[src/rtl/heap_pkg.sv]
// heap manager shared definitions
package heap_pkg;

    // word sizes
    localparam int DATA_SZ = 16;                                // data word and tagged address
    localparam int ADDR_SZ = 8;                                 // cell offset, 256 cells

    // type-tags
    localparam logic [DATA_SZ-1:0] DIR_TAG = 16'h8000;          // direct (fixnum) value
    localparam logic [DATA_SZ-1:0] MUT_TAG = 16'h4000;          // mutable
    localparam logic [DATA_SZ-1:0] OPQ_TAG = 16'h2000;          // opaque capability
    localparam logic [DATA_SZ-1:0] VLT_TAG = 16'h1000;          // volatile

    // reserved constants
    localparam logic [DATA_SZ-1:0] UNDEF = 16'h0000;            // undefined, free/write result
    localparam logic [DATA_SZ-1:0] NIL   = 16'h0001;            // end of free list

    // first heap cell, mutable and volatile, direct clear
    localparam logic [DATA_SZ-1:0] HEAP_BASE = MUT_TAG | VLT_TAG;

    // response slots, buffered plus in flight
    localparam int RSP_DEPTH = 4;

    typedef enum logic [2:0] {
        OP_ALLOC      = 3'd0,                                   // fresh or free-list cell
        OP_FREE       = 3'd1,                                   // link cell into free list
        OP_ALLOC_FREE = 3'd2,                                   // reuse the given cell
        OP_WRITE      = 3'd3,
        OP_READ       = 3'd4
    } heap_op_e;                                                // codes 5..7 illegal

endpackage

[src/rtl/heap_cmd_decode.sv]
// heap command decode stage
module heap_cmd_decode (
    input  logic                          i_clk,
    input  logic                          i_rst_n,
    input  logic                          i_cmd_valid,          // host command valid
    output logic                          o_cmd_ready,          // decode can take it
    input  heap_pkg::heap_op_e            i_cmd_op,
    input  logic [heap_pkg::DATA_SZ-1:0]  i_cmd_addr,           // tagged address
    input  logic [heap_pkg::DATA_SZ-1:0]  i_cmd_data,
    input  logic                          i_slot_avail,         // response credit free
    input  logic                          i_halt,               // sticky error
    output logic                          o_accept,             // credit pulse to result
    output logic                          o_alloc,              // alloc or alloc-with-free
    output logic                          o_free,
    output logic                          o_wr,
    output logic                          o_rd,
    output heap_pkg::heap_op_e            o_op,
    output logic [heap_pkg::DATA_SZ-1:0]  o_addr,
    output logic [heap_pkg::DATA_SZ-1:0]  o_data,
    output logic                          o_bad                 // command failed its check
);

    logic r_live;                                               // first edge after reset seen
    logic legal;                                                // known opcode
    logic ptr_ok;                                               // heap tags in upper byte
    logic bad;

    assign o_cmd_ready = r_live & i_slot_avail & ~i_halt;
    assign o_accept    = i_cmd_valid & o_cmd_ready;

    assign legal  = i_cmd_op inside {heap_pkg::OP_ALLOC, heap_pkg::OP_FREE,
                                     heap_pkg::OP_ALLOC_FREE, heap_pkg::OP_WRITE,
                                     heap_pkg::OP_READ};
    assign ptr_ok = i_cmd_addr[heap_pkg::DATA_SZ-1:heap_pkg::ADDR_SZ] ==
                    heap_pkg::HEAP_BASE[heap_pkg::DATA_SZ-1:heap_pkg::ADDR_SZ];
    // plain alloc carries no address
    assign bad    = ~legal | ((i_cmd_op != heap_pkg::OP_ALLOC) & ~ptr_ok);

    always_ff @(posedge i_clk or negedge i_rst_n) begin
        if (!i_rst_n) begin
            r_live  <= 1'b0;
            o_alloc <= 1'b0;
            o_free  <= 1'b0;
            o_wr    <= 1'b0;
            o_rd    <= 1'b0;
            o_bad   <= 1'b0;
        end else begin
            r_live  <= 1'b1;
            o_alloc <= o_accept & ~bad & ((i_cmd_op == heap_pkg::OP_ALLOC) |
                                          (i_cmd_op == heap_pkg::OP_ALLOC_FREE));
            o_free  <= o_accept & ~bad & (i_cmd_op == heap_pkg::OP_FREE);
            o_wr    <= o_accept & ~bad & (i_cmd_op == heap_pkg::OP_WRITE);
            o_rd    <= o_accept & ~bad & (i_cmd_op == heap_pkg::OP_READ);
            o_bad   <= o_accept & bad;
        end
    end

    always_ff @(posedge i_clk) begin
        if (o_accept) begin                                     // payload, held with strobes
            o_op   <= i_cmd_op;
            o_addr <= i_cmd_addr;
            o_data <= i_cmd_data;
        end
    end

    // execute sees a single request per cycle
    a_one_strobe: assert property (@(posedge i_clk) disable iff (!i_rst_n)
        $onehot0({o_alloc, o_free, o_wr, o_rd, o_bad}));

endmodule

[config.mk]
export PLATFORM = sky130hd
export DESIGN_NAME = heap_cmd_decode
export DESIGN_NICKNAME = d
export VERILOG_FILES = /design/src/rtl/heap_pkg.sv /design/src/rtl/heap_cmd_decode.sv
export SDC_FILE = /design/constraint.sdc
export NUM_CORES = 1
export LEC_CHECK = 0
export BUFFER_PORTS_ARGS = -buffer_cell sky130_fd_sc_hd__buf_2
export CAP_MARGIN = 20
export CELL_PAD_IN_SITES_DETAIL_PLACEMENT = 1
export CELL_PAD_IN_SITES_GLOBAL_PLACEMENT = 1
export CORE_ASPECT_RATIO = 0.75
export CORE_MARGIN = 2
export CORE_UTILIZATION = 35
export DETAILED_ROUTE_END_ITERATION = 8
export GPL_TIMING_DRIVEN = 0
export PLACE_DENSITY_LB_ADDON = 0.1
export SLEW_MARGIN = 0
export SYNTH_ARGS = -nofsm -noshare
export SYNTH_HDL_FRONTEND = slang
export SYNTH_SLANG_ARGS = --single-unit
[constraint.sdc]
create_clock -name i_clk -period 3.5 [get_ports i_clk]
set_input_delay 0.7 -clock i_clk [delete_from_list [all_inputs] [get_ports i_clk]]
set_output_delay 0.7 -clock i_clk [all_outputs]
set_load 0.01 [all_outputs]
; ---- Word-level counts from Yosys, hierarchy flattened
; Index checks and enable logic that the tools add are counted.
[op_classes]
eq_ne = 5
bitwise = 16
reduce_logical = 3
[ops]
columns = op, n
row1 = 1-bit AND, 10
row2 = "8-bit by 7-bit equality test with 1-bit output, second input constant", 1
row3 = "3-bit by 2-bit equality test with 1-bit output, second input constant", 2
row4 = 5-bit nonzero test, 1
row5 = 1-bit NOT, 4
row6 = "3-bit by 1-bit equality test with 1-bit output, second input constant", 1
row7 = "3-bit equality test, second input constant", 1
row8 = 3-bit logical NOT, 1
row9 = 3-bit nonzero test, 1
row10 = 1-bit OR, 2
[word_totals]
regBits = 41
inputBits = 40
out_inout_bits = 42
word_cells = 33

; ---- Longest topological paths before layout
[depth]
word_depth = 7
ltp_mapped = 3
mapped_depth_nobuf = 3

; ---- Worst setup path after synthesis
; No wires, ideal clock.
[synth_timing]
path_kind = input-to-output
start = input port i_halt
end = output port o_accept
t_arrival_ns = 1.707
t_required_ns = 2.800
slack_ns = 1.093
stages = 2
path_buffers = 0
path_cell_list = nand4b_1 inv_1
[synth_between]
elab_chain_len = 3
[synth_rtl]
columns = element, line_no
row1 = "start, declared", heap_cmd_decode.sv:11  ; input logic i_halt,
row2 = 1-bit NOT, heap_cmd_decode.sv:28  ; assign o_cmd_ready = r_live & i_slot_avail & ~i_halt;
row3 = 1-bit AND, heap_cmd_decode.sv:28
row4 = 1-bit AND, heap_cmd_decode.sv:29  ; assign o_accept = i_cmd_valid & o_cmd_ready;
row5 = "end, declared", heap_cmd_decode.sv:12  ; output logic o_accept,
; No other way between the ends.

; ---- Worst setup path in the final report
; Ends and elaborated chain as after synthesis.

==> impl_metrics.yaml <==
die:
  start_util: 0.365
  rows: 19
  floorplan.die.height_um: 57.3
  die_area_um2: 4310
  ios: 82
  core-area_um2: 3640
  die_width_um: 75.1
placed_design:
  preCtsSetupSlack_ns: 0.971
  place_inst: 194
  gp_routability_congestion: 0.641
  port_buffers: 81
  place_hpwl_mm: 2.13
synth:
  post_synth_inst_count: 60
  post_synth_mux_area_share: 0
  synth_cell_types: 16
  largest_family_of_logic_cells_by_synthesized_area: "simple AND/OR/NAND/NOR gates"
  synth_nets: 100
  ys.warnings.count: 0
  ys_ff_latch: 41
  synth_seq_area_share: 0.905
  yosys.area_share.xor_xnor: 0
  yosys.area_share.adder: 0
  netlist_area_um2: 1330
  postSynthAreaPerCell_um2: 22.1
  synth-simple-area-share: 0.0669
  synth-compound-area-share: 0.0198
worst_setup_path:
  endpoint_kind: "output pin"
  crit_path_start_kind: "primary input"
  path_max_fanout: 14
  rrSetupSlack_ns: 1.91
  crit_type: "in -> out"
  worst-r2r-cell-count: 3
  worst_r2r_endpoint: "o_addr[4]"
  critical_path_required_ns: 2.80
  critPathArrivalTime_ns: 1.81
  timing.rr.start: "r_live"
clock_tree:
  postCtsResizedCells: 0
  root_buffer: "sky130_fd_sc_hd__clkbuf_8"
  cts_post_setup_buffers_inserted: 0
  tritoncts_num_sinks: 41
  ctsHoldBuffers: 0
  worstSkewPairLatency_ns: 0.28
  h-tree-depth: 2
  clk_pin_slew_ns: 0.07
  cts-root-to-sink-buffers: 2
  cts_tree: "done"
  number_of_cts_inserted_buffers: 5
routing:
  initial_drt_pass_iterations: 4
  wl_per_cell_um: 13.7
  wl_met1_mm: 1.06
  number_of_vias_in_the_routed_layout: 860
  drc_errors: 0
  topRoutingLayerUsed: "met4"
  avgViaCountPerCell: 4.28
  dr.first_iter.drc_count: 29
  drt-total-wl_mm: 2.75
  dr_wl_met2_mm: 1.36
  wl_met3_um: 293
  antenna_left: 0
timing:
  timing.fmax_mhz: 398
  slew_headroom: 0.577
  timing.clock.skew_ns: 0.00271
  setup_tns_ns: 0
  period_share: 0.717
  finalSetupViolations: 0
  worst_hold_slack_ns: 0.225
  unrepaired_setup_endpoints_after_global_routing: "false"
  final_period_minus_worst_setup_slack_ns: 2.51
  worst_pin_slew_ns: 0.634
  final_max_slew_viol_count: 0
  final-hold-violation-count: 0
  finalWorstSetupSlack_ns: 0.990
cells_and_area:
  final_core_util: 0.523
  final_layout_size_suffix_gt1_frac: 0.604
  n_antenna_cell: 0
  instances_no_fill: 201
  num-nets-final: 189
  flow.area_growth_from_synthesis_pct: 43.3
grt:
  initial_antenna_violation_count: 0
  grt_first_pass_wirelength_mm: 4.17
  grt.overflow.total: 0
  grt_pass1_vias: 853
  track_usage: 0.137
  grt_max_degree: 25
pwr:
  power.density_cell_area_nw_per_um2: 456
  static-leakage-power_uw: 0.000830
  vdd.ir_drop.worst_v: 0.000259
status:
  result_of_the_run: "complete, no violations"
job:
  drv.max_cap_violation_count: 0
hold_path:
  type_of_the_most_critical_hold_path: "in -> async"
==> final cells by class <==
class / instances / area (um2)
repair buffers: 82 / 433
flip-flops and latches: 41 / 1200
clock buffers: 6 / 72.6
fillers: 395 / 1740
clock inverters: 1 / 3.75
multi-input cells: 17 / 119
well taps: 52 / 65.1
inverters: 2 / 7.51
==> state kept, by name (all words and copies together) (netlist names) <==
signal / count
o_data: 16
r_live: 1
o_addr: 16
o_bad: 1
o_alloc: 1
o_rd: 1
o_op: 3
o_wr: 1
o_free: 1
==> placed cells by master, fill, tap and decap left out, drive strengths merged <==
cell type / netlist / layout
nand4b: 1 / 1
o21a: 1 / 1
inv: 2 / 2
dfrtp: 6 / 6
buf: 0 / 82
clkinv: 0 / 1
nor3: 1 / 1
and4: 3 / 3
nand4bb: 1 / 1
o21ai: 1 / 1
clkbuf: 0 / 6
nand2: 1 / 1
nor2: 4 / 4
a21oi: 1 / 1
o32ai: 1 / 1
or4: 1 / 1
edfxtp: 35 / 35
conb: 1 / 1
==> synth_stat cells (all sizes together) <==
master | instances | area (um2)
nand4bb | 1 | 16.3
nor3 | 1 | 5.00
nand4b | 1 | 8.76
nand2 | 1 | 3.75
inv | 2 | 7.51
o32ai | 1 | 8.76
and4 | 3 | 26.3
nor2 | 4 | 17.5
a21oi | 1 | 5.00
o21ai | 1 | 5.00
or4 | 1 | 11.3
edfxtp | 35 | 1050
dfrtp | 6 | 150
conb | 1 | 3.75
o21a | 1 | 7.51
==> stage by stage <==
stage	power [uW]	cell area (um2)
2_1_floorplan	565	1330
3_5_place_dp	602	1830
6_report	867	1900
4_1_cts	879	1900
3_3_place_gp	598	1800
5_1_grt	900	1900
==> worst max-delay path, stage by stage <==
cell and delay [ns]:
sky130_fd_sc_hd__buf_2 0.10, sky130_fd_sc_hd__nand4b_1 0.24, sky130_fd_sc_hd__inv_1 0.52, sky130_fd_sc_hd__buf_2 0.25
==> power by group <==
part | switching, uW | internal [uW]
sequential | 1.88 | 540
combinational | 23.7 | 24.3
clock | 143 | 134
total | 169 | 699
==> logic make-up after synthesis <==
logic type / Yosys count
compound gates: 4
buf+inv: 2
flops: 41
other cells: 1
simple gates: 12
==> how the worst max path moves through the flow <==
stage / from / end / slack (ns)
after floorplan: i_halt / o_accept / 1.09
after global placement: i_halt / o_accept / 0.42
after detailed placement: i_halt / o_accept / 0.97
after CTS: i_halt / o_accept / 0.97
after global routing: i_halt / o_accept / 0.91
final: i_halt / o_accept / 0.99
==> layer usage <==
metal / vias to the layer above / GRT usage
met5: - / 0
met1: 406 / 0.164
met3: 5 / 0.0601
li1: 408 / -
met4: 0 / 0.0612
met2: 41 / 0.214
Note: power is estimated with default switching activity, not from simulation.
