--- src/rtl/heap_pkg.sv ---
// heap manager shared definitions
package heap_pkg;

    // word sizes
    localparam int DATA_SZ = 16;                                // data word and tagged address
    localparam int ADDR_SZ = 8;                                 // cell offset, 256 cells

    // type-tags
    localparam logic [DATA_SZ-1:0] DIR_TAG = 16'h8000;          // direct (fixnum) value
    localparam logic [DATA_SZ-1:0] MUT_TAG = 16'h4000;          // mutable
    localparam logic [DATA_SZ-1:0] OPQ_TAG = 16'h2000;          // opaque capability
    localparam logic [DATA_SZ-1:0] VLT_TAG = 16'h1000;          // volatile

    // reserved constants
    localparam logic [DATA_SZ-1:0] UNDEF = 16'h0000;            // undefined, free/write result
    localparam logic [DATA_SZ-1:0] NIL   = 16'h0001;            // end of free list

    // first heap cell, mutable and volatile, direct clear
    localparam logic [DATA_SZ-1:0] HEAP_BASE = MUT_TAG | VLT_TAG;

    // response slots, buffered plus in flight
    localparam int RSP_DEPTH = 4;

    typedef enum logic [2:0] {
        OP_ALLOC      = 3'd0,                                   // fresh or free-list cell
        OP_FREE       = 3'd1,                                   // link cell into free list
        OP_ALLOC_FREE = 3'd2,                                   // reuse the given cell
        OP_WRITE      = 3'd3,
        OP_READ       = 3'd4
    } heap_op_e;                                                // codes 5..7 illegal

endpackage

--- src/rtl/heap_cell_ram.sv ---
// heap cell memory
module heap_cell_ram (
    input  logic                          i_clk,
    input  logic                          i_we,
    input  logic [heap_pkg::ADDR_SZ-1:0]  i_waddr,
    input  logic [heap_pkg::DATA_SZ-1:0]  i_wdata,
    input  logic                          i_re,
    input  logic [heap_pkg::ADDR_SZ-1:0]  i_raddr,
    output logic [heap_pkg::DATA_SZ-1:0]  o_rdata               // registered, held when idle
);

    logic [heap_pkg::DATA_SZ-1:0] mem [0:(1 << heap_pkg::ADDR_SZ)-1];   // 256 x 16

    always_ff @(posedge i_clk) begin
        if (i_we) begin
            mem[i_waddr] <= i_wdata;
        end
        if (i_re) begin
            o_rdata <= mem[i_raddr];                            // old data on same-edge write
        end
    end

endmodule

--- config.mk ---
export PLATFORM = sky130hd
export DESIGN_NAME = heap_cell_ram
export DESIGN_NICKNAME = d
export VERILOG_FILES = /design/src/rtl/heap_pkg.sv /design/src/rtl/heap_cell_ram.sv
export SDC_FILE = /design/constraint.sdc
export NUM_CORES = 2
export LEC_CHECK = 0
export BUFFER_PORTS_ARGS = -buffer_cell sky130_fd_sc_hd__buf_2
export CORE_AREA = 2 2 634 636
export DETAILED_ROUTE_END_ITERATION = 16
export DIE_AREA = 0 0 636 638
export PLACE_DENSITY = 0.6
export RECOVER_POWER = 50
export SLEW_MARGIN = 20
export SYNTH_ARGS = -nofsm -noshare
export SYNTH_HDL_FRONTEND = slang
export SYNTH_SLANG_ARGS = --single-unit
export TNS_END_PERCENT = 30
--- constraint.sdc ---
create_clock -name i_clk -period 5.9 [get_ports i_clk]
set_clock_uncertainty 0.15 [all_clocks]
set_input_delay 0.295 -clock i_clk [delete_from_list [all_inputs] [get_ports i_clk]]
set_output_delay 0.295 -clock i_clk [all_outputs]
set_load 0.02 [all_outputs]
# ---- Word-level counts from Yosys, hierarchy flattened
# Memory sizes are Yosys's and may differ from the RTL's. A register that Yosys moved wholly into a read port is not among the register bits.
# Cells that the tools add are included.
dict set report classes {
  mux 2
}
# cell n
set ops {}
lappend ops {{1-bit 2-to-1 mux} 2}
dict set report word_totals {
  ff_bits 0
  ramBits 4096
  input_bits 35
  wordCells 3
  memories 1
}
# name words word_bits read_ports rd_ports_with_merged_regs write_ports line_no
set mem_list {}
lappend mem_list {mem 256 16 1 1 1 heap_cell_ram.sv:12} ;# logic [heap_pkg::DATA_SZ-1:0] mem [0:(1 << heap_pkg::ADDR_SZ)-1];

# ---- Depth between registers and ports, before layout
dict set report logic_depth {
  word_depth 2
  ltp_mapped 12
  ltp_nobuf 6
}

# ---- Worst setup path after synthesis
# OpenSTA, ideal clock, no wires.
dict set report synth_path {
  path_type {input port to flip-flop}
  start {in i_raddr[0] (netlist bit)}
  end {reg o_rdata[4] (netlist bit), read port of mem, data pin}
  setup_ps 265
  arrival_ps 2279
  setup_slack_ps 3206
  stages 8
  cell_sequence {buf_6 -> buf_6 -> buf_2 -> mux4_2 -> mux4_2 -> a22o_1 -> o32ai_2 -> nor4_2}
}
# element line_no
set synth_rtl {}
lappend synth_rtl {{start, declared} heap_cell_ram.sv:8} ;# input logic [heap_pkg::ADDR_SZ-1:0] i_raddr,
lappend synth_rtl {{end, declared} heap_cell_ram.sv:9} ;# output logic [heap_pkg::DATA_SZ-1:0] o_rdata

# ---- Worst setup path in the final report
dict set report layout_path {
  start {in i_wdata[0] (netlist bit)}
  end {mem mem[158][0] (netlist bit), data pin}
}
# element line_no
set layout_rtl {}
lappend layout_rtl {{start, declared} heap_cell_ram.sv:6} ;# input logic [heap_pkg::DATA_SZ-1:0] i_wdata,
lappend layout_rtl {{end, declared} heap_cell_ram.sv:12}
# No word-level cell before the write port.

==> impl_metrics.env <==
export IMPL_status="finished, violations left"
export IMPL_failed_checks="max-capacitance violations, max-slew violations"
export IMPL_relSlewSlack_pct=-225.3
export IMPL_power_density_nw_per_um2=340.5
export IMPL_vias_per_cell=5.921
export IMPL_cp_max_fo=164
export IMPL_finalHoldViolCount=0
export IMPL_clk_latency_ns=1.01
export IMPL_finalPower_mw=61.65
export IMPL_drc=0
export IMPL_synthAdderAreaFrac_pct=0
export IMPL_grt_max_degree=198
export IMPL_rsz0062_at_grt="no"
export IMPL_holdPathStages=5
export IMPL_yosys_area_share_simple_pct=1.573
export IMPL_synth_compound_gate_area_share_pct=3.534
export IMPL_crit_buf_inv=3
export IMPL_crit_slowest_cell="clkbuf_1"
export IMPL_hp_class="input port to flop"
export IMPL_setup_tns_ns=0
export IMPL_p_sw_share_pct=21.57
export IMPL_grt_overflow=0
export IMPL_async_flop_share_pct=0
export IMPL_start_kind="input port"
export IMPL_drive_gt1_share_pct=25.29
export IMPL_cap_violations=25
export IMPL_netlist_area_leader_share_pct=77.72
export IMPL_synth_area_um2=158900
export IMPL_grt_pass1_wl_mm=611.5
export IMPL_min_period_ns=4.580
export IMPL_first_iter_violations=10197
export IMPL_grt_pass1_vias=78875
export IMPL_rows=232
export IMPL_htreeDepth=5
export IMPL_netlist_top_cells_area="edfxtp_1, mux4_2, mux2i_1"
export IMPL_max_vdd_ir_drop_mv=0.2763
export IMPL_vias=79709
export IMPL_path_delay_family="buffers and inverters"
export IMPL_core_um2=398600
export IMPL_antenna_found_initial=33
export IMPL_yosys_warnings=0
export IMPL_cts_tree="done"
export IMPL_io_pins=51
export IMPL_drv_slew=1952
export IMPL_yosysUniqueCellTypes=51
export IMPL_crit_path_end_kind="flop"
export IMPL_synth_area_mux_share_pct=15.48
export IMPL_p_leak_nw=56.91
export IMPL_cts_resized=0
export IMPL_cts_root_buffer="clkbuf_16"
export IMPL_cts_made_buffers=411
export IMPL_wirelength_mm=437.4
export IMPL_period_share_pct=77.63
export IMPL_r2r_cells=7
export IMPL_die_y_um=638
export IMPL_synth_enable_flop_cells=4112
export IMPL_cp_num_cells=3
export IMPL_port_buffer_count=50
export IMPL_gp_congestion=0.8665
export IMPL_max_freq_mhz=218.3
export IMPL_avgSynthCellArea_um2=21.59
export IMPL_crit_arrival_ns=5.03
export IMPL_intPower_mw=48.35
export IMPL_synthCells=7360
export IMPL_yosysTopAreaCell="edfxtp_1"
export IMPL_syn2layout_area_growth_pct=13.97
export IMPL_crit_chain="dlygate4sd3_1, clkbuf_1, buf_12"
export IMPL_die_area_um2=405800
export IMPL_yosysSeqAreaShare_pct=77.72
export IMPL_finalSetupViolCount=0
export IMPL_ctsLongestPathBuffers=4
export IMPL_drt_first_pass_iters=9
export IMPL_cts_sinks=4112
export IMPL_dp_hpwl_mm=257.3
export IMPL_seq_power_share_pct=52.4
export IMPL_finalNetCount=7875
export IMPL_post_drt_wl_per_cell_um=32.49
export IMPL_clkTransAtPathRegs_ns=0.06
export IMPL_grt_usage_pct=21.07
export IMPL_dieWidth_um=636
export IMPL_synth_top_family_by_area="multiplexers"
export IMPL_synth_seq_cells=4112
export IMPL_cts_setup_buffers=0
export IMPL_combPwrFrac_pct=5.0
export IMPL_p_sw_mw=13.30
export IMPL_initial_core_util_pct=39.86
export IMPL_setup_worst_path_class="input port to flop"
export IMPL_power_share_clock_pct=42.6
export IMPL_synth_xor_area_share_pct=0
export IMPL_synth_flop_cell="edfxtp_1"
export IMPL_cp_required_ns=6.35
export IMPL_synth_net_count=7395
export IMPL_worstMarginPinSlew_ns=4.879
export IMPL_drtAntennaViolNets=0
export IMPL_slowest_delay_ns=3.38
## cells in the mapped netlist, types with 2 or more instances
library cell,number
a2111oi_0,6
a211oi_1,18
a21o_1,2
a21oi_1,175
a221oi_1,28
a22o_1,32
a22oi_1,43
a31oi_1,6
and3_1,11
and4_1,2
buf_1,27
buf_12,5
buf_2,76
buf_4,26
buf_6,77
buf_8,11
clkbuf_1,230
edfxtp_1,4112
inv_1,3
mux2_2,88
mux2i_1,565
mux4_2,797
nand2_1,38
nand2b_1,3
nand3_1,35
nand4_1,26
nand4b_1,3
nor2_1,304
nor2b_1,9
nor3_1,92
nor4_1,17
nor4bb_1,2
o21ai_0,37
o221ai_1,252
o22ai_1,148
o31ai_1,16
o32ai_1,20
or2_2,4
or3_1,2
## flip-flops by register name, indices dropped and copies added, names as in the netlist
name,flops
o_rdata,16
mem,4096
## final timing paths
path | startpoint | end | slack (ns)
worst max-delay path | i_wdata[0] | mem[158][0]$_DFFE_PP_ | 1.32
worst min-delay path | i_raddr[3] | o_rdata[1]$_DFFE_PP_ | 0.12
worst max register to register | mem[10][13]$_DFFE_PP_ | o_rdata[13]$_DFFE_PP_ | 2.46
worst min register to register | mem[106][6]$_DFFE_PP_ | o_rdata[6]$_DFFE_PP_ | 1.01
## worst reg2reg max path, cell delays in order, from the launching register on
cell and delay (ns):
edfxtp_1 0.38, mux4_2 0.46, mux2_2 0.32, a22oi_1 0.51, nand2_1 0.20, o32ai_1 0.84
buf_4 0.24, nor4_1 0.05
## through the flow
stage / hold slack (ns) / cell area, um^2 / cells / util [%] / setup slack [ns]
floorplan: 0.2439 / 158900 / 7360 / - / 3.206
global placement: 0.5996 / 167400 / 12666 / 41.99 / 1.219
detailed placement: 0.6027 / 167400 / 12666 / 42.01 / 1.158
CTS: 0.03558 / 181200 / 13448 / 45.47 / 2.194
global route: 0.1527 / 181000 / 13454 / 45.43 / 0.9932
finish: 0.1243 / 181100 / 13462 / 45.43 / 1.320
## power groups by stage
stage | clock [mW] | combinational, mW | sequential [mW]
finish | 26.3 | 3.06 | 32.3
global route | 27.7 | 3.19 | 32.3
CTS | 26.6 | 3.08 | 32.3
detailed placement | 0 | 3.06 | 32.9
global placement | 0 | 3.01 | 32.9
floorplan | 0 | 1.59 | 32.9
## layout by cell type (no fill, tap or decap), types with 14 or more instances in the layout
| cell type | synthesis | routed |
|---|---|---|
| buf_12 | 5 | 36 |
| nor2_2 | 0 | 77 |
| o22ai_1 | 148 | 148 |
| o32ai_1 | 20 | 20 |
| a221oi_1 | 28 | 28 |
| dlygate4sd3_1 | 0 | 25 |
| nor2_1 | 304 | 215 |
| clkinv_2 | 0 | 92 |
| nand2_1 | 38 | 38 |
| edfxtp_1 | 4112 | 4112 |
| a22o_1 | 32 | 32 |
| mux2i_1 | 565 | 565 |
| a21oi_1 | 175 | 175 |
| clkinvlp_4 | 0 | 14 |
| o31ai_1 | 16 | 16 |
| o221ai_1 | 252 | 252 |
| nor3_1 | 92 | 87 |
| bufinv_16 | 0 | 48 |
| a22oi_1 | 43 | 43 |
| buf_4 | 26 | 383 |
| o21ai_0 | 37 | 35 |
| mux2_2 | 88 | 88 |
| buf_2 | 76 | 24 |
| clkbuf_1 | 230 | 91 |
| clkbuf_16 | 0 | 417 |
| nor4_1 | 17 | 17 |
| mux4_2 | 797 | 797 |
| nand3_1 | 35 | 25 |
| clkinv_1 | 0 | 95 |
| nand4_1 | 26 | 26 |
| a211oi_1 | 18 | 18 |
## metal layers
| metal | vias to the layer above | GRT usage [%] | share of wire (%) |
|---|---|---|---|
| met4 | 8 | 7.025 | 3.8 |
| met1 | 42836 | 28.76 | 39 |
| met5 | - | 0 | 0.015 |
| li1 | 32291 | - | - |
| met2 | 3891 | 34.52 | 48 |
| met3 | 683 | 3.504 | 8.6 |
## area by class of cell
type                            instances  area, um^2
Antenna cell                           13       32.53
Tap cell                             5265        6588
Multi-Input combinational cell       2792       33100
Clock inverter                        281        2895
Inverter                                4       27.53
Clock buffer                          476       10660
Sequential cell                      4112      123500
Fill cell                           33027      217500
Timing Repair Buffer                  519        4289
## cells by family after synthesis
family,after synthesis
AO/OA/AOI/OAI,786
buffers and inverters,456
flip-flops,4112
multiplexers,1450
AND/OR/NAND/NOR,556
## what timing repair did
action,4_1_cts,5_1_grt
hold buffers,25,0
endpoints found under the hold margin,1716,0
setup endpoints to repair,0,0
Note: power is estimated with default switching activity, not from simulation.
