==> config.mk <==
export PLATFORM = sky130hd
export DESIGN_NAME = heap_alloc
export DESIGN_NICKNAME = d
export VERILOG_FILES = /design/src/rtl/heap_pkg.sv /design/src/rtl/heap_alloc.sv
export SDC_FILE = /design/constraint.sdc
export NUM_CORES = 1
export LEC_CHECK = 0
export ABC_AREA = 1
export BUFFER_PORTS_ARGS = -buffer_cell sky130_fd_sc_hd__buf_2
export CORE_MARGIN = 2
export CORE_UTILIZATION = 32
export CTS_CLUSTER_SIZE = 8
export DETAILED_ROUTE_END_ITERATION = 16
export GPL_TIMING_DRIVEN = 1
export PLACE_DENSITY = 0.64
export SYNTH_ARGS = -nofsm -noshare
export SYNTH_HDL_FRONTEND = slang
export SYNTH_SLANG_ARGS = --single-unit
==> constraint.sdc <==
create_clock -name i_clk -period 2.6 [get_ports i_clk]
set_clock_uncertainty 0.05 [all_clocks]
set_input_delay 0.39 -clock i_clk [delete_from_list [all_inputs] [get_ports i_clk]]
set_output_delay 0.39 -clock i_clk [all_outputs]
set_load 0.02 [all_outputs]
==> src/rtl/heap_pkg.sv <==
// heap manager shared definitions
package heap_pkg;

    // word sizes
    localparam int DATA_SZ = 16;                                // data word and tagged address
    localparam int ADDR_SZ = 8;                                 // cell offset, 256 cells

    // type-tags
    localparam logic [DATA_SZ-1:0] DIR_TAG = 16'h8000;          // direct (fixnum) value
    localparam logic [DATA_SZ-1:0] MUT_TAG = 16'h4000;          // mutable
    localparam logic [DATA_SZ-1:0] OPQ_TAG = 16'h2000;          // opaque capability
    localparam logic [DATA_SZ-1:0] VLT_TAG = 16'h1000;          // volatile

    // reserved constants
    localparam logic [DATA_SZ-1:0] UNDEF = 16'h0000;            // undefined, free/write result
    localparam logic [DATA_SZ-1:0] NIL   = 16'h0001;            // end of free list

    // first heap cell, mutable and volatile, direct clear
    localparam logic [DATA_SZ-1:0] HEAP_BASE = MUT_TAG | VLT_TAG;

    // response slots, buffered plus in flight
    localparam int RSP_DEPTH = 4;

    typedef enum logic [2:0] {
        OP_ALLOC      = 3'd0,                                   // fresh or free-list cell
        OP_FREE       = 3'd1,                                   // link cell into free list
        OP_ALLOC_FREE = 3'd2,                                   // reuse the given cell
        OP_WRITE      = 3'd3,
        OP_READ       = 3'd4
    } heap_op_e;                                                // codes 5..7 illegal

endpackage

==> src/rtl/heap_alloc.sv <==
// heap execute stage, linked free-list allocator
module heap_alloc (
    input  logic                          i_clk,
    input  logic                          i_rst_n,
    input  logic                          i_alloc,              // alloc or alloc-with-free
    input  logic                          i_free,
    input  logic                          i_wr,
    input  logic                          i_rd,
    input  heap_pkg::heap_op_e            i_op,
    input  logic [heap_pkg::DATA_SZ-1:0]  i_addr,
    input  logic [heap_pkg::DATA_SZ-1:0]  i_data,
    input  logic                          i_bad,                // rejected by decode
    output logic                          o_ram_we,
    output logic [heap_pkg::ADDR_SZ-1:0]  o_ram_waddr,
    output logic [heap_pkg::DATA_SZ-1:0]  o_ram_wdata,
    output logic                          o_ram_re,
    output logic [heap_pkg::ADDR_SZ-1:0]  o_ram_raddr,
    input  logic [heap_pkg::DATA_SZ-1:0]  i_ram_rdata,          // one cycle after o_ram_re
    output logic                          o_done,               // response ready
    output heap_pkg::heap_op_e            o_op,
    output logic [heap_pkg::DATA_SZ-1:0]  o_data,
    output logic                          o_err                 // sticky halt
);

    logic [heap_pkg::DATA_SZ-1:0] r_top;                        // next fresh cell
    logic [heap_pkg::DATA_SZ-1:0] r_head;                       // free-list head, NIL if empty
    logic [heap_pkg::DATA_SZ-1:0] r_link;                       // shadow of cell at head
    logic                         r_link_pend;                  // link is on ram output now
    logic                         r_rd;                         // read result on ram output
    logic [heap_pkg::DATA_SZ-1:0] r_data;                       // alloc address or UNDEF
    logic [heap_pkg::DATA_SZ-1:0] link_w;                       // current link of head
    logic                         live;
    logic                         reuse;                        // alloc-with-free
    logic                         from_list;
    logic                         from_top;
    logic                         oom;                          // top exhausted, list empty

    assign live      = ~o_err;
    assign link_w    = r_link_pend ? i_ram_rdata : r_link;
    assign reuse     = i_alloc & (i_op == heap_pkg::OP_ALLOC_FREE);
    assign from_list = i_alloc & ~reuse & (r_head != heap_pkg::NIL);
    assign from_top  = i_alloc & ~reuse & (r_head == heap_pkg::NIL);
    assign oom       = from_top & (&r_top[heap_pkg::ADDR_SZ-1:0]);   // offset 255 held back

    always_comb begin
        o_ram_we    = live & ((i_alloc & ~oom) | i_free | i_wr);
        o_ram_waddr = i_addr[heap_pkg::ADDR_SZ-1:0];            // free, reuse, write
        o_ram_wdata = i_data;                                   // initial or written word
        if (from_list) begin
            o_ram_waddr = r_head[heap_pkg::ADDR_SZ-1:0];
        end else if (from_top) begin
            o_ram_waddr = r_top[heap_pkg::ADDR_SZ-1:0];
        end
        if (i_free) begin
            o_ram_wdata = r_head;                               // link old head into cell
        end
    end

    // list alloc fetches the next link on the read port
    assign o_ram_re    = live & (i_rd | from_list);
    assign o_ram_raddr = from_list ? link_w[heap_pkg::ADDR_SZ-1:0]
                                   : i_addr[heap_pkg::ADDR_SZ-1:0];

    always_ff @(posedge i_clk or negedge i_rst_n) begin
        if (!i_rst_n) begin
            r_top       <= heap_pkg::HEAP_BASE;
            r_head      <= heap_pkg::NIL;
            r_link      <= heap_pkg::NIL;
            r_link_pend <= 1'b0;
            o_done      <= 1'b0;
            o_err       <= 1'b0;
        end else begin
            o_done <= 1'b0;
            if (live) begin
                r_link      <= link_w;                          // settle a pending fetch
                r_link_pend <= 1'b0;
                if (i_bad | oom) begin
                    o_err <= 1'b1;                              // no response for this one
                end else begin
                    o_done <= i_alloc | i_free | i_wr | i_rd;
                end
                if (from_list) begin
                    r_head      <= link_w;                      // pop
                    r_link_pend <= 1'b1;
                end
                if (from_top & ~oom) begin
                    r_top <= r_top + 1'b1;                      // low byte < ff, tags kept
                end
                if (i_free) begin
                    r_head <= i_addr;                           // push
                    r_link <= r_head;
                end
            end
        end
    end

    always_ff @(posedge i_clk) begin
        o_op <= i_op;
        r_rd <= i_rd;
        if (reuse) begin
            r_data <= i_addr;
        end else if (from_list) begin
            r_data <= r_head;
        end else if (from_top) begin
            r_data <= r_top;
        end else begin
            r_data <= heap_pkg::UNDEF;                          // free and write
        end
    end

    assign o_data = r_rd ? i_ram_rdata : r_data;

    a_err_sticky: assert property (@(posedge i_clk) disable iff (!i_rst_n)
        o_err |=> o_err);

endmodule

# Yosys cells after proc, flatten, opt, wreduce, memory -nomap -nowiden
# Index checks and enable logic that the tools add are counted.
[word_totals]
reg_bits = 71
latchBits = 0
ram_bits = 0
rom_bits = 0
word_cells = 53
memories = 0
[classes]
add_sub_neg = 1
n_mul = 0
div = 0
magnitude_cmp = 0
eq_ne = 3
shift = 0
mux = 17
bitwise = 19
n_reduce_logical = 4
[op_table]
columns = ["cell", "n"]
rows = [
  ["16-bit two-way mux", 9],
  ["8-bit two-way mux", 3],
  ["16-bit by 1-bit adder with 16-bit output, second input constant", 1],
  ["16-bit by 1-bit == test with 1-bit output, second input constant", 1],
  ["16-bit by 1-bit inequality test with 1-bit output, second input constant", 1],
  ["1-bit AND", 9],
  ["8-bit AND reduction", 1],
  ["1-bit OR", 7],
  ["1-bit two-way mux", 5],
  ["2-bit AND reduction", 2],
  ["3-bit by 2-bit == test with 1-bit output, second input constant", 1],
  ["1-bit inverter", 3],
  ["2-bit nonzero test", 1],
]

# Logic depth before layout (Yosys ltp)
[logic_depth]
depth_word = 11
depth_mapped = 10
mapped_depth_nobuf = 9

# Worst setup path after synthesis
# No wires, ideal clock.
[synth_path]
path_type = "register -> output"
start = "register r_head[0] (netlist bit)"
end = "output o_ram_raddr[0] (netlist bit)"
arrival_ns = 1.445
t_required_ns = 2.160
slack_ns = 0.715
stages_incl_launch_ff = 8
cell_sequence = "dfstp_2 inv_2 nor2_4 nand2_1 nor2_1 a21oi_2 buf_2 o21ai_1"
[synth_via]
elab_chain_cells = 3
[synth_lines]
columns = ["item", "line", "source"]
rows = [
  ["start, declared", "heap_alloc.sv:26", "logic [heap_pkg::DATA_SZ-1:0] r_head;"],
  ["start signal, assigned", "heap_alloc.sv:67", "r_head <= heap_pkg::NIL;"],
  ["start signal, assigned", "heap_alloc.sv:83", "r_head <= link_w;"],
  ["start signal, assigned", "heap_alloc.sv:90", "r_head <= i_addr;"],
  ["16-bit by 1-bit inequality test with 1-bit output", "heap_alloc.sv:41", "assign from_list = i_alloc & ~reuse & (r_head != heap_pkg::NIL);"],
  ["1-bit AND", "heap_alloc.sv:41", ""],
  ["8-bit two-way mux", "heap_alloc.sv:61", "assign o_ram_raddr = from_list ? link_w[heap_pkg::ADDR_SZ-1:0]"],
  ["end, declared", "heap_alloc.sv:17", "output logic [heap_pkg::ADDR_SZ-1:0] o_ram_raddr,"],
]
# Every way passes these cells.

# Final worst setup path
[layout_path]
start = "register r_head[0] (netlist bit)"
end = "output o_ram_waddr[0] (netlist bit)"
[layout_via]
elab_chain_cells = 4
elab_cells_between_ends = 6
classes_between = "eq/ne: 2; mux: 2; bitwise: 2"
[layout_lines]
columns = ["item", "line", "source"]
rows = [
  ["16-bit by 1-bit == test with 1-bit output", "heap_alloc.sv:42", "assign from_top = i_alloc & ~reuse & (r_head == heap_pkg::NIL);"],
  ["1-bit AND", "heap_alloc.sv:42", ""],
  ["8-bit two-way mux", "heap_alloc.sv:51", "end else if (from_top) begin"],
  ["8-bit two-way mux (*)", "heap_alloc.sv:49", "if (from_list) begin"],
  ["end, declared", "heap_alloc.sv:14", "output logic [heap_pkg::ADDR_SZ-1:0] o_ram_waddr,"],
]
# Mark *: on every way between the ends. The rest lies on a longest branch, timed or not.

==> results.sh <==
export IMPL_outcome="complete, no violations"
export IMPL_areaGrowthSynthToFinish_pct=26.4
export IMPL_worst_path_max_delay_cell="dfstp_2"
export IMPL_cpMostUsedCell="nand2_1"
export IMPL_die_area_um2=13400
export IMPL_cts_tree="done"
export IMPL_hold_violations=0
export IMPL_ir_drop_mv=0.346
export IMPL_grt_pass1_vias=3691
export IMPL_ioPinCount=113
export IMPL_dp_slack_ps=467
export IMPL_rows=40
export IMPL_timing_final_ws_setup_ps=173
export IMPL_synthesis_area_um2=4000
export IMPL_route_detailed_wl_per_inst_um=13.5
export IMPL_yosysTopAreaCell="dfrtp_1"
export IMPL_finalSetupTns_ps=0
export IMPL_ys_types=32
export IMPL_met2_wirelength_um=5420
export IMPL_maxSlewHeadroom_pct=48.4
export IMPL_gp_congestion=0.849
export IMPL_wl_um=11600
export IMPL_crit_fanout=8
export IMPL_ys_ff_latch=71
export IMPL_numCtsBuffers=9
export IMPL_maxSlewViolCount=0
export IMPL_synth_cells=580
export IMPL_cts_sinks=71
export IMPL_grt_pass1_wl_um=18500
export IMPL_syn_num_nets=639
export IMPL_hp_class="input port to flip-flop"
export IMPL_synth_edf_count=0
export IMPL_synthFlopType="dfrtp_1"
export IMPL_dr_max_layer_used="met4"
export IMPL_grt_overflow=0
export IMPL_antenna_cells=0
export IMPL_nets=745
export IMPL_root_buffer="clkbuf_16"
export IMPL_start_kind="flip-flop"
export IMPL_worstMarginPinSlew_ps=773
export IMPL_drv_cap=0
export IMPL_ys_warn_count=0
export IMPL_clock_latency_ps=340
export IMPL_avgSynthCellArea_um2=6.89
export IMPL_cp_cell_sequence="inv_2 -> nor2_4 -> nand2_1 -> nor2_1 -> nand2_1 -> nor2_4 -> nand2_1 -> nand3_1 -> buf_2"
export IMPL_critPathMaxStageDelay_ps=570
export IMPL_fin_area_um2=5050
export IMPL_crit_type="flip-flop to primary output"
export IMPL_worstPathArrival_ps=1990
export IMPL_cp_required_ps=2160
export IMPL_utilization_pct=41.7
export IMPL_worstSetupEndpointType="primary output"
export IMPL_finalCritPeriodShare_pct=93.4
export IMPL_grt_use_total_pct=18.1
export IMPL_core_area_um2=12100
export IMPL_drc=0
export IMPL_drt_iter0_drc=239
export IMPL_wl_met3_um=624
export IMPL_port_buffer_count=112
export IMPL_synth_area_leaders="dfrtp_1, nand2_1, dfxtp_1"
export IMPL_via_per_inst=4.70
export IMPL_placed_area_um2=4720
export IMPL_start_util_pct=33.0
export IMPL_wl_met1_um=5390
export IMPL_ys_seq_area_share_pct=42.1
export IMPL_power_density_nw_per_um2=552
export IMPL_clk_pin_slew_ps=60
export IMPL_post_route_min_period_ps=2430
export IMPL_clk_path_buf_depth=2
export IMPL_clock_fmax_mhz=412
export IMPL_power_w=0.00279
export IMPL_fp_dieW_um=116
export IMPL_layout_common_cells="nand2_1, buf_2, nand3_1"
export IMPL_cts_max_level=3
export IMPL_drive_gt1_share_pct=25.2
export IMPL_grt_antenna_before_repair=0
export IMPL_dr_pass1_iters=5
export IMPL_dp_hpwl_um=8440
export IMPL_leakagePower_nw=2.69
export IMPL_dr_total_vias=4037
export IMPL_cts_setup_buffers=0
export IMPL_grt_max_degree=40
export IMPL_async_flop_share_pct=71.8
export IMPL_die_h_um=116
export IMPL_ant_nets=0
export IMPL_setup_viol=0
export IMPL_final_common_cell="nand2_1"
export IMPL_synth_top_area_share_pct=29.4
export IMPL_rsz0062_at_grt="false"
==> cell usage after synthesis, types with 4 or more instances <==
cell type / number
dfstp_2: 4
a31oi_1: 16
inv_1: 31
o21ai_0: 18
dfrtp_1: 47
buf_2: 13
a21oi_1: 16
nor2_2: 6
mux2_2: 8
clkbuf_1: 14
xor2_1: 4
nand2_1: 241
nand2_2: 4
dfxtp_1: 20
nor2_1: 47
nand4_1: 5
o21ai_1: 8
nand3_1: 59
==> worst paths after layout <==
path	start	endpoint	depth (start not counted)	slack (ps)
setup / recovery	r_head[0]	o_ram_waddr[0]	9	170
hold / removal	i_op[0]	o_op[0]	1	110
setup reg to reg	r_head[0]	r_head[7]	9	820
hold reg to reg	r_top[14]	r_top[14]	0	330
max in group asynchronous	i_rst_n	r_top[14]	3	1360
min in group asynchronous	i_rst_n	r_link[4]	2	450
==> metal layers <==
layer  vias to the layer above  GRT usage (%)
li1                       2075              -
met1                      1817           24.1
met2                       133           29.3
met3                        12           4.29
met4                         0           5.32
met5                         -              0
==> what timing repair did <==
action,CTS,global route
gates resized for setup,0,1
hold buffers,1,0
endpoints found under the setup margin,0,1
hold endpoints to repair,14,0
==> per-stage QoR <==
step,std cells,hold slack (ps)
final,859,113
after global routing,859,103
after CTS,859,103
after detailed placement,842,277
after global placement,842,271
after floorplan,580,44.4
==> worst max-delay path: cells and delay by family (launching register included) <==
family | cells | cell delay (ps)
and+or+nand+nor | 7 | 850
DFF | 1 | 570
buffers and inverters | 2 | 210
==> registers in the layout (all words and copies together), names as in the netlist <==
name and count:
r_head 16, r_rd 1, o_err 1, r_link 16, o_op 3, r_link_pend 1
o_done 1, r_data 16, r_top 16
==> power by group <==
part	internal, W	leakage [nW]	total [W]	switching (W)
clock network	0.000841	0.148	0.00135	0.000509
registers	0.00111	0.773	0.00111	0.00000599
logic	0.000118	1.77	0.000324	0.000206
==> cell type report <==
type                    count  area, µm²
inverters                  35        131
clock inverters             7       96.3
multi-input cells         444       2050
flip-flops and latches     71       1680
fillers                  1290       7060
well taps                 168        210
clock buffers               9        225
repair buffers            125        661
==> kinds of logic (layout without fill, tap and decap cells) <==
group,after synthesis,in the layout,share of synthesized area (%)
muxes,8,8,2.25
xor gates and xnor gates,6,6,1.31
AOI/OAI and AO/OA,59,59,7.98
and+or+nand+nor,370,370,39.3
DFF,71,71,42.1
adders and majority gates,1,1,0.313
buffers and inverters,65,176,6.79
Power figures use the tool's default switching activity.
