--- src/rtl/heap_pkg.sv ---
// heap manager shared definitions
package heap_pkg;

    // word sizes
    localparam int DATA_SZ = 16;                                // data word and tagged address
    localparam int ADDR_SZ = 8;                                 // cell offset, 256 cells

    // type-tags
    localparam logic [DATA_SZ-1:0] DIR_TAG = 16'h8000;          // direct (fixnum) value
    localparam logic [DATA_SZ-1:0] MUT_TAG = 16'h4000;          // mutable
    localparam logic [DATA_SZ-1:0] OPQ_TAG = 16'h2000;          // opaque capability
    localparam logic [DATA_SZ-1:0] VLT_TAG = 16'h1000;          // volatile

    // reserved constants
    localparam logic [DATA_SZ-1:0] UNDEF = 16'h0000;            // undefined, free/write result
    localparam logic [DATA_SZ-1:0] NIL   = 16'h0001;            // end of free list

    // first heap cell, mutable and volatile, direct clear
    localparam logic [DATA_SZ-1:0] HEAP_BASE = MUT_TAG | VLT_TAG;

    // response slots, buffered plus in flight
    localparam int RSP_DEPTH = 4;

    typedef enum logic [2:0] {
        OP_ALLOC      = 3'd0,                                   // fresh or free-list cell
        OP_FREE       = 3'd1,                                   // link cell into free list
        OP_ALLOC_FREE = 3'd2,                                   // reuse the given cell
        OP_WRITE      = 3'd3,
        OP_READ       = 3'd4
    } heap_op_e;                                                // codes 5..7 illegal

endpackage

--- src/rtl/heap_result.sv ---
// heap response queue
module heap_result (
    input  logic                          i_clk,
    input  logic                          i_rst_n,
    input  logic                          i_accept,             // command taken, one credit
    input  logic                          i_done,               // response from execute
    input  logic                          i_halt,
    input  heap_pkg::heap_op_e            i_op,
    input  logic [heap_pkg::DATA_SZ-1:0]  i_data,
    output logic                          o_slot_avail,
    output logic                          o_rsp_valid,
    input  logic                          i_rsp_ready,
    output heap_pkg::heap_op_e            o_rsp_op,
    output logic [heap_pkg::DATA_SZ-1:0]  o_rsp_data
);

    heap_pkg::heap_op_e                     r_op_q   [heap_pkg::RSP_DEPTH];
    logic [heap_pkg::DATA_SZ-1:0]           r_data_q [heap_pkg::RSP_DEPTH];
    logic [$clog2(heap_pkg::RSP_DEPTH)-1:0] r_wr_ptr;
    logic [$clog2(heap_pkg::RSP_DEPTH)-1:0] r_rd_ptr;
    logic [$clog2(heap_pkg::RSP_DEPTH):0]   r_cnt;              // buffered entries
    logic [$clog2(heap_pkg::RSP_DEPTH):0]   r_credit;           // buffered plus in flight
    logic [$clog2(heap_pkg::RSP_DEPTH):0]   credit_nx;
    logic                                   r_halted;
    logic                                   empty;
    logic                                   pop;                // handshake on output
    logic                                   push;
    logic                                   fifo_pop;

    assign empty        = (r_cnt == '0);
    assign o_rsp_valid  = ~empty | i_done;                      // empty queue passes through
    assign o_rsp_op     = empty ? i_op   : r_op_q[r_rd_ptr];
    assign o_rsp_data   = empty ? i_data : r_data_q[r_rd_ptr];
    assign pop          = o_rsp_valid & i_rsp_ready;
    assign push         = i_done & ~(empty & i_rsp_ready);
    assign fifo_pop     = pop & ~empty;
    assign o_slot_avail = (r_credit < heap_pkg::RSP_DEPTH);

    always_comb begin
        credit_nx = r_credit;
        if (i_accept) credit_nx = credit_nx + 1'b1;
        if (pop) credit_nx = credit_nx - 1'b1;
        if (i_halt & ~r_halted) credit_nx = credit_nx - 1'b1;  // failing cmd never answers
    end

    always_ff @(posedge i_clk or negedge i_rst_n) begin
        if (!i_rst_n) begin
            r_wr_ptr <= '0;
            r_rd_ptr <= '0;
            r_cnt    <= '0;
            r_credit <= '0;
            r_halted <= 1'b0;
        end else begin
            r_credit <= credit_nx;
            r_halted <= i_halt;
            if (push) r_wr_ptr <= r_wr_ptr + 1'b1;
            if (fifo_pop) r_rd_ptr <= r_rd_ptr + 1'b1;
            if (push & ~fifo_pop) r_cnt <= r_cnt + 1'b1;
            else if (fifo_pop & ~push) r_cnt <= r_cnt - 1'b1;
        end
    end

    always_ff @(posedge i_clk) begin
        if (push) begin
            r_op_q[r_wr_ptr]   <= i_op;
            r_data_q[r_wr_ptr] <= i_data;
        end
    end

    a_no_overflow: assert property (@(posedge i_clk) disable iff (!i_rst_n)
        push |-> (r_cnt < heap_pkg::RSP_DEPTH));
    a_rsp_stable: assert property (@(posedge i_clk) disable iff (!i_rst_n)
        (o_rsp_valid & ~i_rsp_ready) |=>
            (o_rsp_valid & $stable(o_rsp_op) & $stable(o_rsp_data)));

endmodule

--- config.mk ---
export PLATFORM = sky130hd
export DESIGN_NAME = heap_result
export DESIGN_NICKNAME = d
export VERILOG_FILES = /design/src/rtl/heap_pkg.sv /design/src/rtl/heap_result.sv
export SDC_FILE = /design/constraint.sdc
export NUM_CORES = 1
export LEC_CHECK = 0
export BUFFER_PORTS_ARGS = -buffer_cell sky130_fd_sc_hd__buf_2
export CORE_MARGIN = 4
export CORE_UTILIZATION = 52
export DETAILED_ROUTE_END_ITERATION = 6
export GPL_TIMING_DRIVEN = 0
export PLACE_DENSITY = 0.76
export RECOVER_POWER = 50
export SLEW_MARGIN = 20
export SYNTH_ARGS = -nofsm -noshare
export SYNTH_HDL_FRONTEND = slang
export SYNTH_SLANG_ARGS = --single-unit
--- constraint.sdc ---
create_clock -name i_clk -period 2.25 [get_ports i_clk]
set_clock_uncertainty 0.05 [all_clocks]
set_input_delay 0.225 -clock i_clk [delete_from_list [all_inputs] [get_ports i_clk]]
set_output_delay 0.225 -clock i_clk [all_outputs]
set_load 0.05 [all_outputs]
# Yosys cells after proc, flatten, opt, wreduce, memory -nomap -nowiden
# Memories as Yosys holds them, arrays and structs flattened.
# Cells that the tools add are included.
# totals
out_inout_bits,21
register_bits,11
in_bits,25
ram_bits,76
word_cells,39
memories,2
# op_classes
addsub,7
mux,9
bitwise,13
n_reduce_logical,2
magnitude_cmp,1
# memory_table
memory,words,width,rd,rd_clocked_by_memory_dff,write_ports,line,text
r_data_q,4,16,1,0,1,heap_result.sv:18,logic [heap_pkg::DATA_SZ-1:0] r_data_q [heap_pkg::RSP_DEPTH];
r_op_q,4,3,1,0,1,heap_result.sv:17,heap_pkg::heap_op_e r_op_q [heap_pkg::RSP_DEPTH];
# ops
cell,count
3-bit two-way mux,6
16-bit two-way mux,1
"3-bit by 1-bit subtractor with 3-bit output, second input constant",3
1-bit bitwise AND,7
"3-bit by 1-bit adder with 3-bit output, second input constant",2
1-bit inverter,5
"2-bit by 1-bit adder with 2-bit output, second input constant",2
3-bit logical NOT,1
"3-bit less-than comparator, second input constant",1
1-bit two-way mux,2
2-bit nonzero test,1
1-bit OR,1

# Longest topological paths before layout
# Gate-level depths: netlist (run 1).
# logic_depth
depth_word,8
mapped_depth,7
mapped_depth_nobuf,7

# Worst setup path after synthesis (run 1)
# OpenSTA, ideal clock, no wires.
# synth_timing
kind,flip-flop to flip-flop
startpoint,register r_credit[0] in the netlist's numbering
endpoint,register r_credit[2] in the netlist's numbering
arrival_ns,1.943
path_stages_with_launch,8
t_required_ns,2.066
synth_period_minus_slack_ns,2.127
setup_time_ns,0.134
n_path_buf,0
setup_slack_ns,0.123
path_cell_list,dfrtp_1 > ha_1 > mux2i_1 > ha_1 > mux2_2 > ha_1 > nand3b_1 > xnor3_1
# synth_between
elab_chain_len,6
# synth_lines
element,line,text
"start, declared",heap_result.sv:22,logic [$clog2(heap_pkg::RSP_DEPTH):0] r_credit;
"start signal, assigned",heap_result.sv:54,r_credit <= credit_nx;
3-bit by 1-bit adder with 3-bit output,heap_result.sv:41,if (i_accept) credit_nx = credit_nx + 1'b1;
3-bit two-way mux (*),heap_result.sv:41,
3-bit by 1-bit subtractor with 3-bit output,heap_result.sv:42,if (pop) credit_nx = credit_nx - 1'b1;
3-bit two-way mux (*),heap_result.sv:42,
3-bit by 1-bit subtractor with 3-bit output,heap_result.sv:43,if (i_halt & ~r_halted) credit_nx = credit_nx - 1'b1;
3-bit two-way mux (*),heap_result.sv:43,
"via credit_nx, one bit",heap_result.sv:23,logic [$clog2(heap_pkg::RSP_DEPTH):0] credit_nx;
# The timed path passes the listed nets; every way through them passes the cells marked *.
# A chain may end at the register's enable or synchronous reset.

# Final worst setup path (run 1)
# layout_timing
startpoint,register r_rd_ptr[0] in the netlist's numbering
endpoint,output o_rsp_data[13] in the netlist's numbering
# layout_between
elab_chain_len,2
# layout_lines
element,line,text
"start, declared",heap_result.sv:20,logic [$clog2(heap_pkg::RSP_DEPTH)-1:0] r_rd_ptr;
"start signal, assigned",heap_result.sv:57,if (fifo_pop) r_rd_ptr <= r_rd_ptr + 1'b1;
memory 4 x 16 bit,n/a,
16-bit two-way mux,heap_result.sv:33,assign o_rsp_data = empty ? i_data : r_data_q[r_rd_ptr];
"end, declared",heap_result.sv:14,output logic [heap_pkg::DATA_SZ-1:0] o_rsp_data
# Every way passes these cells.

==> impl_metrics.json, run 1 <==
{
  "core-area_mm2": 0.00683,
  "hold_class": "primary input to flip-flop",
  "worstMarginPinSlew_ns": 0.614,
  "vdd_drop_max_v": 0.000798,
  "synth_flop_cell": "edfxtp_1",
  "port_buffers": 44,
  "die_w_um": 92.2,
  "grt_usage_pct": 15.6,
  "reg2regPathDepth": 7,
  "synthesis.instances": 180,
  "yosysSeqAreaShare_pct": 69.3,
  "grt_overflow": 0,
  "wl_met2_um": 3110,
  "worst_setup_path_start_kind": "flip-flop",
  "synth_edf_count": 76,
  "drt-total-wl_um": 6040,
  "numCtsBuffers": 9,
  "routed.top_layer": "met4",
  "critical_path.cell_chain": "buf_8, mux4_2, mux2_2, buf_2",
  "register_area_mm2": 0.00256,
  "synth_area_mm2": 0.00369,
  "tns_ns": 0,
  "path_class": "flip-flop to output pin",
  "final_cell_mix": "edfxtp_1 (76), buf_2 (25), mux2_2 (21), clkbuf_1 (21), mux4_2 (19)",
  "yosys.cell_types.count": 26,
  "cp_top_family": "multiplexers",
  "syn_to_final_growth_pct": 15.8,
  "fin_ws_ns": 0.0316,
  "outcome": "complete, no violations",
  "drt-met1-wl_um": 2560,
  "final_common_cell": "edfxtp_1",
  "finalCritPeriodShare_pct": 98.6,
  "fillers": 518,
  "cp.buffers_inverters": 2,
  "vias": 1809,
  "route.met3.wl_um": 308,
  "tritoncts": "built",
  "die_h_um": 92.2,
  "p_total_uw": 6470,
  "rows": 30,
  "clk_path_buf_depth": 2,
  "clkLatencyLatePin_ns": 0.34,
  "p_per_area_mw_per_mm2": 1510,
  "grt_max_degree": 20,
  "io_pins": 46,
  "clk_pin_slew_ns": 0.08,
  "dp.cells": 320,
  "wire_per_inst_um": 17.7,
  "cp.depth": 4,
  "syn_avg_cell_area_um2": 20.5,
  "crit_path_top_delay_cell": "mux4_2",
  "die-area_mm2": 0.00850,
  "instances_no_fill": 341,
  "cp_max_fo": 10,
  "vias_per_cell": 5.30,
  "h-tree-depth": 3,
  "gp_congestion": 0.720,
  "r2r-end": "r_credit[2]",
  "cp-startpoint": "r_rd_ptr[0]",
  "regToRegStartpoint": "r_credit[0]",
  "remaining_drc_errors": 0,
  "period_needed_ns": 2.22,
  "slew_headroom_pct": 59.1,
  "worstSetupEndpoint": "o_rsp_data[13]",
  "drive_gt1_share_pct": 40.4,
  "finalSetupViolations": 0,
  "end_kind": "output pin",
  "start_util_pct": 54.0,
  "drt_first_pass_iters": 6,
  "drtIter0Drc": 87,
  "fmax_ghz": 0.451,
  "holdWs_ns": 0.0817,
  "grt_pass1_wl_um": 10100,
  "layout.nets": 273,
  "root_buffer": "clkbuf_8",
  "finalMaxSlewViolations": 0,
  "cp.required_ns": 1.98,
  "async_reset_ff_share_pct": 12.6,
  "synth_nets": 213,
  "antenna_found_initial": 0,
  "maxCapViolCount": 0,
  "p_leak_uw": 0.00150,
  "pre_cts_ws_ns": -0.0343,
  "cts.sinks": 87,
  "hold_violations": 0,
  "cp.arrival_ns": 1.94,
  "grt_pass1_vias": 1983,
  "dp_hpwl_um": 3940,
  "ys_warn_count": 0,
  "multiInputGateArea_mm2": 0.00108,
  "synth_seq_cells": 87,
  "timing.reg2reg.setup_slack_ns": 0.17,
  "ant_nets": 0,
  "antennaDiodeCount": 0,
  "rsz0062_at_grt": "true",
  "slowest_delay_ns": 0.53
}
[cells in the mapped netlist, types with 4 or more instances]
library cell / n / share of area [%]
xnor2_1: 6 / 1.4
mux2_2: 21 / 6.4
ha_1: 7 / 2.4
edfxtp_1: 76 / 62
mux4_2: 19 / 12
dfrtp_1: 11 / 7.5
inv_1: 4 / 0.41
and2_1: 4 / 0.68
[cells by family (layout without fill, tap and decap cells)]
group           Yosys count  after routing  share of synthesized area (%)
flops                    87             87                           69.3
mux                      44             44                           19.1
simple gates             14             14                           2.37
buf+inv                  11             76                           1.63
xor+xnor                 10             10                           2.75
fa+ha+maj                 8              8                           2.92
compound gates            6              6                           1.87
[stage by stage]
step,instance area (µm²),util (%)
4_1_cts,4290,62.7
3_5_place_dp,4030,59.0
3_3_place_gp,4030,59.0
2_1_floorplan,3690,-
6_report,4270,62.5
5_1_grt,4270,62.5
[layer usage]
layer / vias up / track usage (%)
li1: 843 / -
met1: 909 / 19.4
met2: 51 / 26.8
met3: 6 / 3.77
met4: 0 / 5.57
met5: - / 0
[where the power goes]
part	internal [µW]	switching [µW]	total, µW	leakage [µW]
registers	2160	179	2340	0.000824
clock network	510	521	1030	0.0000960
logic	1190	1910	3100	0.000579
[timing repair]
action	4_1_cts	5_1_grt
endpoints found under the hold margin	12	0
pin swaps	2	0
gates resized for setup	10	5
setup endpoints to repair	39	57
setup buffers	3	0
hold buffers	2	0
[registers in the layout, indices dropped and copies added, names as in the netlist]
name	count
r_cnt	3
r_credit	3
r_data_q	64
r_halted	1
r_op_q	12
r_rd_ptr	2
r_wr_ptr	2
[worst min-delay path by stage]
stage	startpoint	endpoint	depth (start not counted)
finish	i_data[4]	r_data_q[1][4]	1
floorplan	i_rst_n	r_cnt[0]	0
global route	i_data[4]	r_data_q[0][4]	1
detailed placement	i_rst_n	r_cnt[1]	1
global placement	i_rst_n	r_cnt[1]	1
CTS	i_data[8]	r_data_q[0][8]	1
[layout make-up]
cell class                 count  area share, %
multi-input combinational     82           25.3
tap                           96           2.81
timing repair buffer          49           5.57
clock buffer                  10           2.99
buffer                         7           1.58
clock inverter                 6           1.44
inverter                       4          0.351
sequential                    87           59.9
Power figures use the tool's default switching activity.
==> run 2: changes to the inputs <==
Settings changed: ABC_AREA set to 1, PLACE_DENSITY 0.76 to 0.75.
==> run 2 against run 1 <==
Area after synthesis is 6.3% higher. Critical endpoint unchanged. Non-clock buffer count increased by 9. Global-route usage is 4.1 points higher. Sequential share of layout area is 3.3 points lower. Die area is 5.8% higher. Utilization shrank 0.60 points. Register-to-register slack about the same.
==> impl_metrics.json, run 2 <==
{
  "outcome": "complete, no violations",
  "worst_setup_path_start_kind": "flip-flop",
  "syn_to_final_growth_pct": 15.1,
  "path_class": "flip-flop to output pin",
  "cp_max_fo": 10,
  "final_common_cell": "nand2_1",
  "drt_first_pass_iters": 4,
  "start_util_pct": 53.8,
  "multiInputGateArea_mm2": 0.00120,
  "dp_hpwl_um": 5650,
  "clk_pin_slew_ns": 0.09,
  "dp.cells": 538,
  "finalMaxSlewViolations": 0,
  "antenna_found_initial": 0,
  "fmax_ghz": 0.470,
  "cts.sinks": 87,
  "hold_path_depth": 1,
  "timing.reg2reg.setup_slack_ns": 0.17,
  "clkLatencyLatePin_ns": 0.34,
  "synth_seq_cells": 87,
  "die_w_um": 94.9,
  "cp.depth": 7,
  "worstHoldEndpoint": "r_data_q[2][7]",
  "critical_path.cell_chain": "nor2_2, nand2_2, inv_6, buf_4, nand2_1, nand2_1, buf_2",
  "synth.most_common_cell": "nand2_1",
  "worstMarginPinSlew_ns": 0.709,
  "ys_warn_count": 0,
  "cp.buffers_inverters": 3,
  "top_regs": "r_data_q: 64 flops, r_op_q: 12 flops",
  "die-area_mm2": 0.00900,
  "wire_per_inst_um": 14.9,
  "drive_gt1_share_pct": 15.1,
  "crit_path_top_delay_cell": "dfrtp_1",
  "vias": 2786,
  "port_buffers": 44,
  "tritoncts": "built",
  "min_from": "i_data[7]",
  "top_register": "r_data_q",
  "synth_top_cell_by_area": "edfxtp_1",
  "r2r-end": "r_credit[1]",
  "tns_ns": 0,
  "slowest_delay_ns": 0.44,
  "cp.arrival_ns": 1.85,
  "rsz0062_at_grt": "false",
  "grt_busiest_layer": "met2",
  "period_needed_ns": 2.13,
  "regToRegStartpoint": "r_credit[0]",
  "h-tree-depth": 3,
  "slew_headroom_pct": 52.7,
  "finalCritPeriodShare_pct": 94.5,
  "hold_class": "primary input to flip-flop",
  "cp.required_ns": 1.98,
  "reg2regPathDepth": 8,
  "grt_usage_pct": 19.7,
  "root_buffer": "clkbuf_8",
  "end_kind": "output pin",
  "grt_max_degree": 15,
  "core-area_mm2": 0.00729,
  "register_area_mm2": 0.00256,
  "maxCapViolCount": 0,
  "rows": 31,
  "fillers": 631,
  "synth_edf_count": 76,
  "layout.nets": 485,
  "final_cell_mix": "nand2_1 (117), edfxtp_1 (76), nor2_1 (73)",
  "post_cts_buffers": 0,
  "async_reset_ff_share_pct": 12.6,
  "synth_area_mm2": 0.00392,
  "finalSetupViolations": 0,
  "use_met1_pct": 25.0,
  "grt_pass1_vias": 2720,
  "instances_no_fill": 555,
  "synthesis.instances": 391,
  "yosys.cell_types.count": 23,
  "synth_top_area_share_pct": 58.2,
  "numCtsBuffers": 9,
  "grt.met3_usage_pct": 3.75,
  "hold_violations": 0,
  "drt-total-wl_um": 8240,
  "gp_congestion": 0.749,
  "grt_overflow": 0,
  "synth_flop_cell": "edfxtp_1",
  "synth_area_leaders": "edfxtp_1 (58%), nand2_1 (11%), nor2_1 (7.4%)",
  "synth_nets": 424,
  "remaining_drc_errors": 0,
  "ant_nets": 0,
  "drtIter0Drc": 193,
  "largest_reg_flops": 64,
  "cp_top_family": "buffers and inverters",
  "io_pins": 46,
  "crit_top_cell": "nand2_1",
  "antennaDiodeCount": 0,
  "die_h_um": 94.9,
  "syn_avg_cell_area_um2": 10.0,
  "yosysSeqAreaShare_pct": 65.2,
  "netlist_top_cells_count": "nand2_1 (117), nor2_1 (77), edfxtp_1 (76), o21ai_0 (26), inv_1 (18)",
  "grt_pass1_wl_um": 13100,
  "clk_path_buf_depth": 2,
  "vias_per_cell": 5.02,
  "gr-usage-met2_pct": 33.4
}
run 2: kinds of logic after synthesis:
| family | count (synthesis) | synth area share, % |
|---|---|---|
| simple gates | 217 | 21.9 |
| flops | 87 | 65.2 |
| compound gates | 40 | 5.39 |
| buf+inv | 37 | 4.37 |
| fa+ha+maj | 8 | 2.74 |
| xor+xnor | 2 | 0.447 |
run 2: timing repair:
| item | in CTS | in global routing |
|---|---|---|
| hold buffers | 2 | 0 |
| hold endpoints to repair | 12 | 0 |
| resized for setup | 0 | 15 |
| setup endpoints to repair | 0 | 13 |
run 2: area by class of cell:
type | count | area share [%]
plain buffers | 15 | 2.02
clock buffers | 9 | 2.74
clock inverters | 6 | 0.804
inverters | 22 | 1.94
multi-input cells | 267 | 26.7
flip-flops and latches | 87 | 56.6
well taps | 99 | 2.74
repair buffers | 50 | 6.46
run 2: worst max path at each step:
stage,to,from
after floorplan,r_credit[1],r_credit[0]
after global placement,r_data_q[3][11],r_cnt[0]
after detailed placement,r_credit[1],r_credit[0]
after CTS,o_rsp_data[6],r_cnt[0]
after global routing,o_rsp_data[13],r_cnt[0]
final,o_rsp_data[13],r_cnt[0]
run 2: metrics by stage:
stage          hold WS [ns]  cell area (µm²)  worst slack, ns  util [%]
2_1_floorplan        -0.121             3920            0.294         -
3_3_place_gp         0.0708             4270           -0.304      58.5
3_5_place_dp         0.0747             4330            0.177      59.4
4_1_cts              0.0408             4510           0.0127      61.9
5_1_grt               0.111             4520          0.00390      61.9
6_report              0.117             4520            0.124      61.9
run 2: worst register-to-register path, cell delays in order, from the launching register on:
cell and delay (ns):
dfrtp_1 0.42, ha_1 0.31, o21ai_1 0.18, ha_1 0.26, nand3_1 0.10, nand2_1 0.07
ha_1 0.28, or2_2 0.29, nand2_1 0.07
run 2: per-layer routing:
metal	share of wire (%)	up-vias
li1	-	1406
met1	43	1301
met2	50	64
met3	5.4	15
met4	1.2	0
met5	0	-
Power of run 2 is left out: the tool's default activity adds up to more than one toggle a clock period on the data nets, which glitch-free logic cannot reach.
